==> config.mk <==
export PLATFORM = sky130hd
export DESIGN_NAME = decode_stage
export DESIGN_NICKNAME = d
export VERILOG_FILES = /design/src/design/isa_pkg.sv /design/src/design/stage_pkg.sv /design/src/design/fetch_intake.sv /design/src/design/insn_decoder.sv /design/src/design/register_file.sv /design/src/design/operand_select.sv /design/src/design/issue_ctrl.sv /design/src/design/decode_stage.sv
export SDC_FILE = /design/constraint.sdc
export NUM_CORES = 2
export LEC_CHECK = 0
export ABC_AREA = 1
export BUFFER_PORTS_ARGS = -buffer_cell sky130_fd_sc_hd__buf_2
export CORE_ASPECT_RATIO = 0.8
export CORE_MARGIN = 1.5
export CORE_UTILIZATION = 40
export CTS_BUF_LIST = sky130_fd_sc_hd__clkbuf_2
export DETAILED_ROUTE_END_ITERATION = 10
export PLACE_DENSITY = 0.53
export SYNTH_ARGS = -nofsm -noshare
export SYNTH_HDL_FRONTEND = slang
export SYNTH_SLANG_ARGS = --single-unit
==> constraint.sdc <==
create_clock -name clk_i -period 8.6 [get_ports clk_i]
set_clock_uncertainty 0.05 [all_clocks]
set_input_delay 0.86 -clock clk_i [delete_from_list [all_inputs] [get_ports clk_i]]
set_output_delay 0.86 -clock clk_i [all_outputs]
set_load 0.01 [all_outputs]
==> src/design/isa_pkg.sv <==
/*
 * RV32 instruction-set definitions for the decode stage with major opcodes,
 * funct codes and the field layouts of the R, I, S and U formats.
 */
package isa_pkg;

  typedef logic [4:0]  reg_addr_t;
  typedef logic [31:0] word_t;

  // Major opcodes kept by this stage
  typedef enum logic [6:0] {
    OPC_LOAD   = 7'h03,
    OPC_OP_IMM = 7'h13,
    OPC_AUIPC  = 7'h17,
    OPC_STORE  = 7'h23,
    OPC_OP     = 7'h33,
    OPC_LUI    = 7'h37
  } opcode_e;

  ////////////////////////////////////////////////////////////////////
  // Funct codes
  ////////////////////////////////////////////////////////////////////

  // ALU functions shared by OP and OP-IMM
  localparam logic [2:0] F3_ADD  = 3'b000;
  localparam logic [2:0] F3_SLL  = 3'b001;
  localparam logic [2:0] F3_SLT  = 3'b010;
  localparam logic [2:0] F3_SLTU = 3'b011;
  localparam logic [2:0] F3_XOR  = 3'b100;
  localparam logic [2:0] F3_SR   = 3'b101;
  localparam logic [2:0] F3_OR   = 3'b110;
  localparam logic [2:0] F3_AND  = 3'b111;

  // Load and store sizes where bit 2 marks zero extension
  localparam logic [2:0] F3_LB  = 3'b000;
  localparam logic [2:0] F3_LH  = 3'b001;
  localparam logic [2:0] F3_LW  = 3'b010;
  localparam logic [2:0] F3_LBU = 3'b100;
  localparam logic [2:0] F3_LHU = 3'b101;
  localparam logic [2:0] F3_SB  = 3'b000;
  localparam logic [2:0] F3_SH  = 3'b001;
  localparam logic [2:0] F3_SW  = 3'b010;

  localparam logic [6:0] F7_BASE = 7'b0000000;
  localparam logic [6:0] F7_ALT  = 7'b0100000;

  ////////////////////////////////////////////////////////////////////
  // Instruction formats
  ////////////////////////////////////////////////////////////////////

  typedef struct packed {
    logic [6:0] funct7;
    reg_addr_t  rs2;
    reg_addr_t  rs1;
    logic [2:0] funct3;
    reg_addr_t  rd;
    opcode_e    opcode;
  } insn_r_t;

  typedef struct packed {
    logic [11:0] imm;
    reg_addr_t   rs1;
    logic [2:0]  funct3;
    reg_addr_t   rd;
    opcode_e     opcode;
  } insn_i_t;

  typedef struct packed {
    logic [6:0] imm_hi;
    reg_addr_t  rs2;
    reg_addr_t  rs1;
    logic [2:0] funct3;
    logic [4:0] imm_lo;
    opcode_e    opcode;
  } insn_s_t;

  typedef struct packed {
    logic [19:0] imm;
    reg_addr_t   rd;
    opcode_e     opcode;
  } insn_u_t;

  // One instruction word viewed in whichever format the opcode asks for
  typedef union packed {
    insn_r_t r;
    insn_i_t i;
    insn_s_t s;
    insn_u_t u;
  } insn_u;

endpackage

==> src/design/stage_pkg.sv <==
/*
 * Control encodings internal to the decode stage and its execute
 * interface: ALU operators, operand and immediate selects, access sizes.
 */
package stage_pkg;

  typedef enum logic [3:0] {
    ALU_ADD,
    ALU_SUB,
    ALU_SLL,
    ALU_SLT,
    ALU_SLTU,
    ALU_XOR,
    ALU_SRL,
    ALU_SRA,
    ALU_OR,
    ALU_AND
  } alu_op_e;

  typedef enum logic [1:0] {
    OP_A_REG_A,
    OP_A_PC,
    OP_A_ZERO
  } op_a_sel_e;

  typedef enum logic {
    OP_B_REG_B,
    OP_B_IMM
  } op_b_sel_e;

  typedef enum logic [1:0] {
    IMM_I,
    IMM_S,
    IMM_U
  } imm_sel_e;

  // Same size encoding as the data interface of the LSU
  typedef enum logic [1:0] {
    MEM_WORD = 2'b00,
    MEM_HALF = 2'b01,
    MEM_BYTE = 2'b10
  } mem_type_e;

endpackage

==> src/design/fetch_intake.sv <==
/*
 * Fetch intake as a four-phase receiver that captures instruction and pc,
 * holds them for the stage and closes the handshake once it is done.
 */
`timescale 1ns/1ns

module fetch_intake (
  input  logic           clk_i,
  input  logic           rst_ni,
  input  logic           instr_req_i,
  input  isa_pkg::word_t instr_i,
  input  isa_pkg::word_t pc_i,
  output logic           instr_ack_o,
  input  logic           insn_done_i,
  output logic           insn_valid_o,
  output isa_pkg::insn_u insn_o,
  output isa_pkg::word_t pc_o
);

  typedef enum logic [1:0] {ST_EMPTY, ST_HOLD, ST_ACK} state_e;

  state_e         state_q, state_d;
  isa_pkg::insn_u insn_q;
  isa_pkg::word_t pc_q;

  always_comb begin
    state_d = state_q;
    case (state_q)
      ST_EMPTY: if (instr_req_i) state_d = ST_HOLD;
      ST_HOLD:  if (insn_done_i) state_d = ST_ACK;
      // Wait for fetch to drop its request
      ST_ACK:   if (!instr_req_i) state_d = ST_EMPTY;
      default:  state_d = ST_EMPTY;
    endcase
  end

  always_ff @(posedge clk_i or negedge rst_ni) begin
    if (!rst_ni) begin
      state_q <= ST_EMPTY;
    end else begin
      state_q <= state_d;
    end
  end

  // Instruction payload
  always_ff @(posedge clk_i) begin
    if (state_q == ST_EMPTY && instr_req_i) begin
      insn_q <= instr_i;
      pc_q   <= pc_i;
    end
  end

  assign insn_valid_o = (state_q == ST_HOLD);
  assign instr_ack_o  = (state_q == ST_ACK);
  assign insn_o       = insn_q;
  assign pc_o         = pc_q;

endmodule

==> src/design/insn_decoder.sv <==
/*
 * Instruction decoder that forms register indices, immediates, ALU and
 * memory controls and the illegal flag for the held instruction.
 */
`timescale 1ns/1ns

module insn_decoder #(
  parameter int unsigned NumRegs = 32
) (
  input  isa_pkg::insn_u       insn_i,
  output isa_pkg::reg_addr_t   rs1_o,
  output isa_pkg::reg_addr_t   rs2_o,
  output isa_pkg::reg_addr_t   rd_o,
  output isa_pkg::word_t       imm_i_o,
  output isa_pkg::word_t       imm_s_o,
  output isa_pkg::word_t       imm_u_o,
  output stage_pkg::imm_sel_e  imm_sel_o,
  output stage_pkg::op_a_sel_e op_a_sel_o,
  output stage_pkg::op_b_sel_e op_b_sel_o,
  output stage_pkg::alu_op_e   alu_op_o,
  output logic                 rd_we_o,
  output logic                 data_req_o,
  output logic                 data_we_o,
  output logic                 data_sign_ext_o,
  output stage_pkg::mem_type_e data_type_o,
  output logic                 illegal_o
);

  logic       use_rs1, use_rs2;
  logic       bad_insn;
  logic       bad_reg;
  logic [2:0] funct3;
  logic [6:0] funct7;

  // Register fields sit at the same bits in every format
  assign rs1_o  = insn_i.r.rs1;
  assign rs2_o  = insn_i.r.rs2;
  assign rd_o   = insn_i.r.rd;
  assign funct3 = insn_i.r.funct3;
  // For OP-IMM shifts the upper immediate bits act as funct7
  assign funct7 = insn_i.r.funct7;

  assign imm_i_o = {{20{insn_i.i.imm[11]}}, insn_i.i.imm};
  assign imm_s_o = {{20{insn_i.s.imm_hi[6]}}, insn_i.s.imm_hi, insn_i.s.imm_lo};
  assign imm_u_o = {insn_i.u.imm, 12'b0};

  ////////////////////////////////////////////////////////////////////
  // Opcode decode
  ////////////////////////////////////////////////////////////////////

  always_comb begin
    imm_sel_o       = stage_pkg::IMM_I;
    op_a_sel_o      = stage_pkg::OP_A_REG_A;
    op_b_sel_o      = stage_pkg::OP_B_REG_B;
    alu_op_o        = stage_pkg::ALU_ADD;
    rd_we_o         = 1'b0;
    data_req_o      = 1'b0;
    data_we_o       = 1'b0;
    data_sign_ext_o = 1'b0;
    data_type_o     = stage_pkg::MEM_WORD;
    use_rs1         = 1'b0;
    use_rs2         = 1'b0;
    bad_insn        = 1'b0;

    case (insn_i.r.opcode)
      isa_pkg::OPC_OP, isa_pkg::OPC_OP_IMM: begin
        rd_we_o = 1'b1;
        use_rs1 = 1'b1;
        if (insn_i.r.opcode == isa_pkg::OPC_OP) begin
          use_rs2 = 1'b1;
        end else begin
          op_b_sel_o = stage_pkg::OP_B_IMM;
        end
        case (funct3)
          isa_pkg::F3_ADD:  alu_op_o = stage_pkg::ALU_ADD;
          isa_pkg::F3_SLL:  alu_op_o = stage_pkg::ALU_SLL;
          isa_pkg::F3_SLT:  alu_op_o = stage_pkg::ALU_SLT;
          isa_pkg::F3_SLTU: alu_op_o = stage_pkg::ALU_SLTU;
          isa_pkg::F3_XOR:  alu_op_o = stage_pkg::ALU_XOR;
          isa_pkg::F3_SR:   alu_op_o = stage_pkg::ALU_SRL;
          isa_pkg::F3_OR:   alu_op_o = stage_pkg::ALU_OR;
          default:          alu_op_o = stage_pkg::ALU_AND;
        endcase
        // Alternate funct7 selects SUB and SRA
        if (funct7 == isa_pkg::F7_ALT && funct3 == isa_pkg::F3_SR) begin
          alu_op_o = stage_pkg::ALU_SRA;
        end else if (funct7 == isa_pkg::F7_ALT && funct3 == isa_pkg::F3_ADD &&
                     use_rs2) begin
          alu_op_o = stage_pkg::ALU_SUB;
        end else if (funct7 != isa_pkg::F7_BASE &&
                     (use_rs2 || funct3 == isa_pkg::F3_SLL ||
                      funct3 == isa_pkg::F3_SR)) begin
          bad_insn = 1'b1;
        end
      end

      isa_pkg::OPC_LUI, isa_pkg::OPC_AUIPC: begin
        rd_we_o    = 1'b1;
        imm_sel_o  = stage_pkg::IMM_U;
        op_b_sel_o = stage_pkg::OP_B_IMM;
        op_a_sel_o = (insn_i.r.opcode == isa_pkg::OPC_LUI) ? stage_pkg::OP_A_ZERO
                                                           : stage_pkg::OP_A_PC;
      end

      isa_pkg::OPC_LOAD: begin
        rd_we_o         = 1'b1;
        use_rs1         = 1'b1;
        data_req_o      = 1'b1;
        op_b_sel_o      = stage_pkg::OP_B_IMM;
        data_sign_ext_o = ~funct3[2];
        case (funct3)
          isa_pkg::F3_LB, isa_pkg::F3_LBU: data_type_o = stage_pkg::MEM_BYTE;
          isa_pkg::F3_LH, isa_pkg::F3_LHU: data_type_o = stage_pkg::MEM_HALF;
          isa_pkg::F3_LW:                  data_type_o = stage_pkg::MEM_WORD;
          default:                         bad_insn    = 1'b1;
        endcase
      end

      isa_pkg::OPC_STORE: begin
        use_rs1    = 1'b1;
        use_rs2    = 1'b1;
        data_req_o = 1'b1;
        data_we_o  = 1'b1;
        imm_sel_o  = stage_pkg::IMM_S;
        op_b_sel_o = stage_pkg::OP_B_IMM;
        case (funct3)
          isa_pkg::F3_SB: data_type_o = stage_pkg::MEM_BYTE;
          isa_pkg::F3_SH: data_type_o = stage_pkg::MEM_HALF;
          isa_pkg::F3_SW: data_type_o = stage_pkg::MEM_WORD;
          default:        bad_insn    = 1'b1;
        endcase
      end

      default: bad_insn = 1'b1;
    endcase
  end

  // Embedded variant has fewer registers
  assign bad_reg = (use_rs1 && rs1_o >= NumRegs) ||
                   (use_rs2 && rs2_o >= NumRegs) ||
                   (rd_we_o && rd_o >= NumRegs);

  assign illegal_o = bad_insn | bad_reg;

endmodule

==> src/design/register_file.sv <==
/*
 * Register file with two asynchronous read ports and one write port.
 * Register 0 is hard-wired to zero.
 */
`timescale 1ns/1ns

module register_file #(
  parameter int unsigned NumRegs = 32
) (
  input  logic               clk_i,
  input  logic               rst_ni,
  input  isa_pkg::reg_addr_t raddr_a_i,
  input  isa_pkg::reg_addr_t raddr_b_i,
  input  isa_pkg::reg_addr_t waddr_i,
  output isa_pkg::word_t     rdata_a_o,
  output isa_pkg::word_t     rdata_b_o,
  input  isa_pkg::word_t     wdata_i,
  input  logic               we_i
);

  isa_pkg::word_t regs_q [NumRegs];

  always_ff @(posedge clk_i or negedge rst_ni) begin
    if (!rst_ni) begin
      regs_q <= '{default: '0};
    end else if (we_i && waddr_i != '0 && waddr_i < NumRegs) begin
      regs_q[waddr_i] <= wdata_i;
    end
  end

  // Indices beyond the array read as zero
  assign rdata_a_o = (raddr_a_i < NumRegs) ? regs_q[raddr_a_i] : '0;
  assign rdata_b_o = (raddr_b_i < NumRegs) ? regs_q[raddr_b_i] : '0;

endmodule

==> src/design/operand_select.sv <==
/*
 * Operand selection that picks the immediate by format and forms ALU
 * operands A and B.
 */
`timescale 1ns/1ns

module operand_select (
  input  isa_pkg::word_t       pc_i,
  input  isa_pkg::word_t       rdata_a_i,
  input  isa_pkg::word_t       rdata_b_i,
  input  isa_pkg::word_t       imm_i_i,
  input  isa_pkg::word_t       imm_s_i,
  input  isa_pkg::word_t       imm_u_i,
  input  stage_pkg::imm_sel_e  imm_sel_i,
  input  stage_pkg::op_a_sel_e op_a_sel_i,
  input  stage_pkg::op_b_sel_e op_b_sel_i,
  output isa_pkg::word_t       operand_a_o,
  output isa_pkg::word_t       operand_b_o
);

  isa_pkg::word_t imm;

  always_comb begin
    case (imm_sel_i)
      stage_pkg::IMM_S: imm = imm_s_i;
      stage_pkg::IMM_U: imm = imm_u_i;
      default:          imm = imm_i_i;
    endcase
  end

  always_comb begin
    case (op_a_sel_i)
      stage_pkg::OP_A_REG_A: operand_a_o = rdata_a_i;
      stage_pkg::OP_A_PC:    operand_a_o = pc_i;
      default:               operand_a_o = '0;
    endcase
  end

  assign operand_b_o = (op_b_sel_i == stage_pkg::OP_B_IMM) ? imm : rdata_b_i;

endmodule

==> src/design/issue_ctrl.sv <==
/*
 * Issue control as a four-phase requester towards the execute unit.
 * It writes the result back once per instruction and reports completion.
 */
`timescale 1ns/1ns

module issue_ctrl (
  input  logic clk_i,
  input  logic rst_ni,
  input  logic insn_valid_i,
  input  logic illegal_i,
  input  logic rd_we_i,
  output logic ex_req_o,
  input  logic ex_ack_i,
  output logic rf_we_o,
  output logic insn_done_o,
  output logic illegal_o
);

  typedef enum logic [1:0] {
    ST_IDLE,
    ST_REQUEST,
    ST_RELEASE,
    ST_DONE
  } state_e;

  state_e state_q, state_d;
  logic   illegal_q, illegal_d;

  ////////////////////////////////////////////////////////////////////
  // Next-state logic
  ////////////////////////////////////////////////////////////////////

  always_comb begin
    state_d   = state_q;
    illegal_d = 1'b0;
    rf_we_o   = 1'b0;

    case (state_q)
      ST_IDLE: begin
        if (insn_valid_i) begin
          if (illegal_i) begin
            // No execute handshake so ex_ack_i stays low in release
            illegal_d = 1'b1;
            state_d   = ST_RELEASE;
          end else begin
            state_d = ST_REQUEST;
          end
        end
      end

      ST_REQUEST: begin
        if (ex_ack_i) begin
          // Only in this cycle so each instruction writes back once
          rf_we_o = rd_we_i;
          state_d = ST_RELEASE;
        end
      end

      ST_RELEASE: begin
        if (!ex_ack_i) begin
          state_d = ST_DONE;
        end
      end

      default: state_d = ST_IDLE;
    endcase
  end

  always_ff @(posedge clk_i or negedge rst_ni) begin
    if (!rst_ni) begin
      state_q   <= ST_IDLE;
      illegal_q <= 1'b0;
    end else begin
      state_q   <= state_d;
      illegal_q <= illegal_d;
    end
  end

  assign ex_req_o    = (state_q == ST_REQUEST);
  assign insn_done_o = (state_q == ST_DONE);
  assign illegal_o   = illegal_q;

endmodule

==> src/design/decode_stage.sv <==
/*
 * Decode stage top level with fetch intake, decoder, register file,
 * operand selection and issue control towards the execute unit.
 */
`timescale 1ns/1ns

module decode_stage #(
  parameter int unsigned NumRegs = 32
) (
  input  logic                 clk_i,
  input  logic                 rst_ni,
  // Fetch side
  input  logic                 instr_req_i,
  input  isa_pkg::word_t       instr_i,
  input  isa_pkg::word_t       pc_i,
  output logic                 instr_ack_o,
  // Execute side
  output logic                 ex_req_o,
  output stage_pkg::alu_op_e   alu_op_o,
  output isa_pkg::word_t       operand_a_o,
  output isa_pkg::word_t       operand_b_o,
  output logic                 data_req_o,
  output logic                 data_we_o,
  output stage_pkg::mem_type_e data_type_o,
  output logic                 data_sign_ext_o,
  output isa_pkg::word_t       data_wdata_o,
  input  logic                 ex_ack_i,
  input  isa_pkg::word_t       ex_result_i,
  output logic                 illegal_o
);

  logic                 insn_valid;
  logic                 insn_done;
  isa_pkg::insn_u       insn;
  isa_pkg::word_t       pc;
  isa_pkg::reg_addr_t   rs1, rs2, rd;
  isa_pkg::word_t       imm_i, imm_s, imm_u;
  stage_pkg::imm_sel_e  imm_sel;
  stage_pkg::op_a_sel_e op_a_sel;
  stage_pkg::op_b_sel_e op_b_sel;
  logic                 rd_we;
  logic                 dec_illegal;
  logic                 rf_we;
  isa_pkg::word_t       rdata_a, rdata_b;

  fetch_intake i_fetch_intake (
    .clk_i        (clk_i),
    .rst_ni       (rst_ni),
    .instr_req_i  (instr_req_i),
    .instr_i      (instr_i),
    .pc_i         (pc_i),
    .instr_ack_o  (instr_ack_o),
    .insn_done_i  (insn_done),
    .insn_valid_o (insn_valid),
    .insn_o       (insn),
    .pc_o         (pc)
  );

  insn_decoder #(
    .NumRegs (NumRegs)
  ) i_insn_decoder (
    .insn_i          (insn),
    .rs1_o           (rs1),
    .rs2_o           (rs2),
    .rd_o            (rd),
    .imm_i_o         (imm_i),
    .imm_s_o         (imm_s),
    .imm_u_o         (imm_u),
    .imm_sel_o       (imm_sel),
    .op_a_sel_o      (op_a_sel),
    .op_b_sel_o      (op_b_sel),
    .alu_op_o        (alu_op_o),
    .rd_we_o         (rd_we),
    .data_req_o      (data_req_o),
    .data_we_o       (data_we_o),
    .data_sign_ext_o (data_sign_ext_o),
    .data_type_o     (data_type_o),
    .illegal_o       (dec_illegal)
  );

  // Written with the returned execute or load result
  register_file #(
    .NumRegs (NumRegs)
  ) i_register_file (
    .clk_i     (clk_i),
    .rst_ni    (rst_ni),
    .raddr_a_i (rs1),
    .raddr_b_i (rs2),
    .waddr_i   (rd),
    .rdata_a_o (rdata_a),
    .rdata_b_o (rdata_b),
    .wdata_i   (ex_result_i),
    .we_i      (rf_we)
  );

  operand_select i_operand_select (
    .pc_i        (pc),
    .rdata_a_i   (rdata_a),
    .rdata_b_i   (rdata_b),
    .imm_i_i     (imm_i),
    .imm_s_i     (imm_s),
    .imm_u_i     (imm_u),
    .imm_sel_i   (imm_sel),
    .op_a_sel_i  (op_a_sel),
    .op_b_sel_i  (op_b_sel),
    .operand_a_o (operand_a_o),
    .operand_b_o (operand_b_o)
  );

  issue_ctrl i_issue_ctrl (
    .clk_i        (clk_i),
    .rst_ni       (rst_ni),
    .insn_valid_i (insn_valid),
    .illegal_i    (dec_illegal),
    .rd_we_i      (rd_we),
    .ex_req_o     (ex_req_o),
    .ex_ack_i     (ex_ack_i),
    .rf_we_o      (rf_we),
    .insn_done_o  (insn_done),
    .illegal_o    (illegal_o)
  );

  // Store data comes straight from read port B
  assign data_wdata_o = rdata_b;

endmodule

==> out/results.tsv <==
stage	metric	value	unit
status	outcome	finished clean	
clock_tree	cts.reportedPaths.clkPinSlew	0.12	ns
critical_path	worstSetupPathType	reg2out	
detailed_routing	drt_wl_total	262	mm
job	maxCapViolCount	0	
power	fin_total_pwr	0.0138	W
synth	synth_area_per_cell	7.29	um2
synth	synthCells	8581	
timing	hold_viol	0	
timing	timing.slew.headroom	13.5	%
detailed_routing	vias_per_cell	5.67	
die	num_io_pins	208	
detailed_routing	met2RoutedLength	114	mm
detailed_routing	highest_layer	met5	
detailed_routing	firstDrtPassIters	8	
placed_design	place.gp.congestion	0.850	
timing	worst_pin_slew	1.30	ns
timing	max_freq	141	MHz
timing	finalMaxSlewViolations	0	
synth	synth_cell_type_count	37	
clock_tree	cts_root_buf	clkbuf_2	
placed_design	dp_hpwl	135	mm
critical_path	critPathMaxFanout	189	
critical_path	crit_chain	buf_12 -> buf_12 -> buf_4 -> nand2_1 -> nand3_1 -> nand3_1 -> nand2_1 -> nand2_1 -> nand3_1 -> nand3_1 -> nand2_1 -> buf_2	
power	leakage	30.0	nW
detailed_routing	dr_wl_met3	24.7	mm
die	die_w	445	um
layout	drive_above_1_share	12.5	%
timing	grt_setup_unrepaired	no	
timing	period_share	82.6	%
clock_tree	cts_tree	done	
global_route	antenna_found_initial	6	
detailed_routing	drc	0	
die	die_height	357	um
critical_path	required	7.69	ns
detailed_routing	avgRoutedWirePerCell	24.1	um
detailed_routing	drt-met1-wl	113	mm
clock_tree	clk_latency	1.82	ns
synth	synthesis.area	62600	um2
layout	fin_cells	10900	
critical_path	cp-end-kind	output pin	
global_route	grt_use_total	32.5	%
clock_tree	cts.sinks	1093	
global_route	grt_pass1_wl	388	mm
layout	final_common_cell	nand2_1	
clock_tree	cts-htree-levels	5	
die	dieArea	159000	um2
placed_design	dp_cells	10200	
timing	fin_tns_setup	0	ns
global_route	grt.overflow.total	0	
global_route	grt_max_degree	190	
critical_path	critPathLaunchType	flip-flop	
power	p_per_area	206	nW/um2
critical_path	cpPeakStageDelay	0.95	ns
placed_design	io_buffers	207	
die	coreArea	155000	um2
detailed_routing	drt_iter0_drc	7170	
timing	final.min_clock_period	7.11	ns
layout	fin_nets	8711	
die	rows	129	
synth	yosys_warnings	0	
clock_tree	cts_buffer_depth	4	
layout	layout_common_cells	nand2_1 (3,705), nand3_1 (1,749), dfrtp_1 (1,029)	
clock_tree	cts_resized	0	
global_route	grt_pass1_vias	58400	
critical_path	slowest_stage	buf_4	
synth	syn-num-nets	8687	
die	initial_core_util	40.4	%
detailed_routing	via_count	61500	
synth	ys_seq_area_share	44.2	%
detailed_routing	ant_nets	0	
timing	setup_viol	0	
layout	syn2layout_area_growth	7.01	%
critical_path	worstPathArrival	6.20	ns
clock_tree	cts_made_buffers	313	
power	vdd_drop_max	0.000176	V
worst_hold_path	hp-class	in2reg	
synth	ys_ff_latch	1093	
[worst max-delay path, delay by kind of cell (launching register included)]
family	cells	cell delay, ns
buffers and inverters	4	2.44
DFF	1	0.40
and+or+nand+nor	8	1.24
[cell families (layout without fill, tap and decap cells)]
kind of cell             count (synthesis)  count (layout)  share of synthesized area [%]
flip-flops                            1093            1093                           44.2
adder cells (fa/ha/maj)                  6               6                          0.120
other                                    0              11                              0
AO/OA/AOI/OAI                         1022            1022                           9.72
buffers and inverters                  853            1091                           7.84
AND/OR/NAND/NOR                       5607            5607                           38.1
[worst paths after layout]
| kind | depth (start not counted) | start | to | slack (ns) |
|---|---|---|---|---|
| max in group asynchronous | 5 | rst_ni | i_register_file.regs_q[66]$_DFFE_PN0P_ | 6.57 |
| worst min-delay path | 5 | ex_result_i[1] | i_register_file.regs_q[545]$_DFFE_PN0P_ | 0.17 |
| worst min register to register | 0 | i_register_file.regs_q[992]$_DFFE_PN0P_ | i_register_file.regs_q[992]$_DFFE_PN0P_ | 0.36 |
| worst max-delay path | 12 | i_fetch_intake.insn_o[20]$_DFFE_PP_ | operand_b_o[25] | 1.49 |
| worst max register to register | 8 | i_fetch_intake.insn_o[1]$_DFFE_PP_ | i_register_file.regs_q[807]$_DFFE_PN0P_ | 4.72 |
| min in group asynchronous | 4 | rst_ni | i_register_file.regs_q[120]$_DFFE_PN0P_ | 0.30 |
[final cells by class]
| cell class | instances | area, um2 |
|---|---|---|
| sequential | 1093 | 27700 |
| timing repair buffer | 486 | 3770 |
| multi-input combinational | 6635 | 30000 |
| antenna | 11 | 27.5 |
| clock buffer | 457 | 2290 |
| tap | 2030 | 2540 |
| fill | 16200 | 88000 |
| clock inverter | 72 | 303 |
| inverter | 76 | 330 |
[cells in the mapped netlist (all sizes together)]
library cell	n	area share (%)
nor2	66	0.42
o221ai	1	0.014
o21ai	1015	9.6
ha	6	0.12
nor4	2	0.030
a22o	1	0.014
nor3b	1	0.012
nand2	3706	22
a41oi	1	0.014
buf	488	5.6
edfxtp	64	3.1
a21oi	2	0.016
and2	36	0.36
nand3	1782	15
nor3	12	0.11
nand3b	1	0.012
inv	74	0.44
clkbuf	289	1.7
clkinv	2	0.012
nand4	1	0.010
dfrtp	1029	41
a22oi	1	0.012
o22ai	1	0.010
[layer usage]
metal / up-vias / track usage (%)
li1: 28400 / -
met1: 29100 / 44.5
met2: 3295 / 50.0
met3: 674 / 6.92
met4: 2 / 13.0
met5: - / 0
[state kept, by name (all words and copies together) (netlist names)]
register and flops:
i_register_file.regs_q 1024, i_issue_ctrl.illegal_o 1, i_fetch_intake.pc_o 32, i_issue_ctrl.state_q 2
i_fetch_intake.insn_o 32, i_fetch_intake.state_q 2
[where the power goes]
group | internal (W) | total [W] | switching [W]
sequential | 0.00538 | 0.00552 | 0.000142
clock | 0.00143 | 0.00388 | 0.00245
combinational | 0.00106 | 0.00441 | 0.00335
[timing repair]
| action | in CTS | in global routing |
|---|---|---|
| hold buffers | 170 | 0 |
| endpoints found under the hold margin | 1906 | 0 |
| buffers inserted | 0 | 0 |
[stage by stage]
| step | hold WS [ns] | setup WS [ns] | util (%) | instance area, um2 |
|---|---|---|---|---|
| 2_1_floorplan | 0.401 | 4.49 | - | 62600 |
| 3_3_place_gp | 0.338 | 3.56 | 40.4 | 62600 |
| 3_5_place_dp | 0.340 | 3.54 | 40.4 | 62600 |
| 4_1_cts | 0.0152 | 1.50 | 43.2 | 66900 |
| 5_1_grt | 0.0517 | 1.23 | 43.2 | 66900 |
| 6_report | 0.168 | 1.49 | 43.2 | 67000 |
Note: power is estimated with default switching activity, not from simulation.
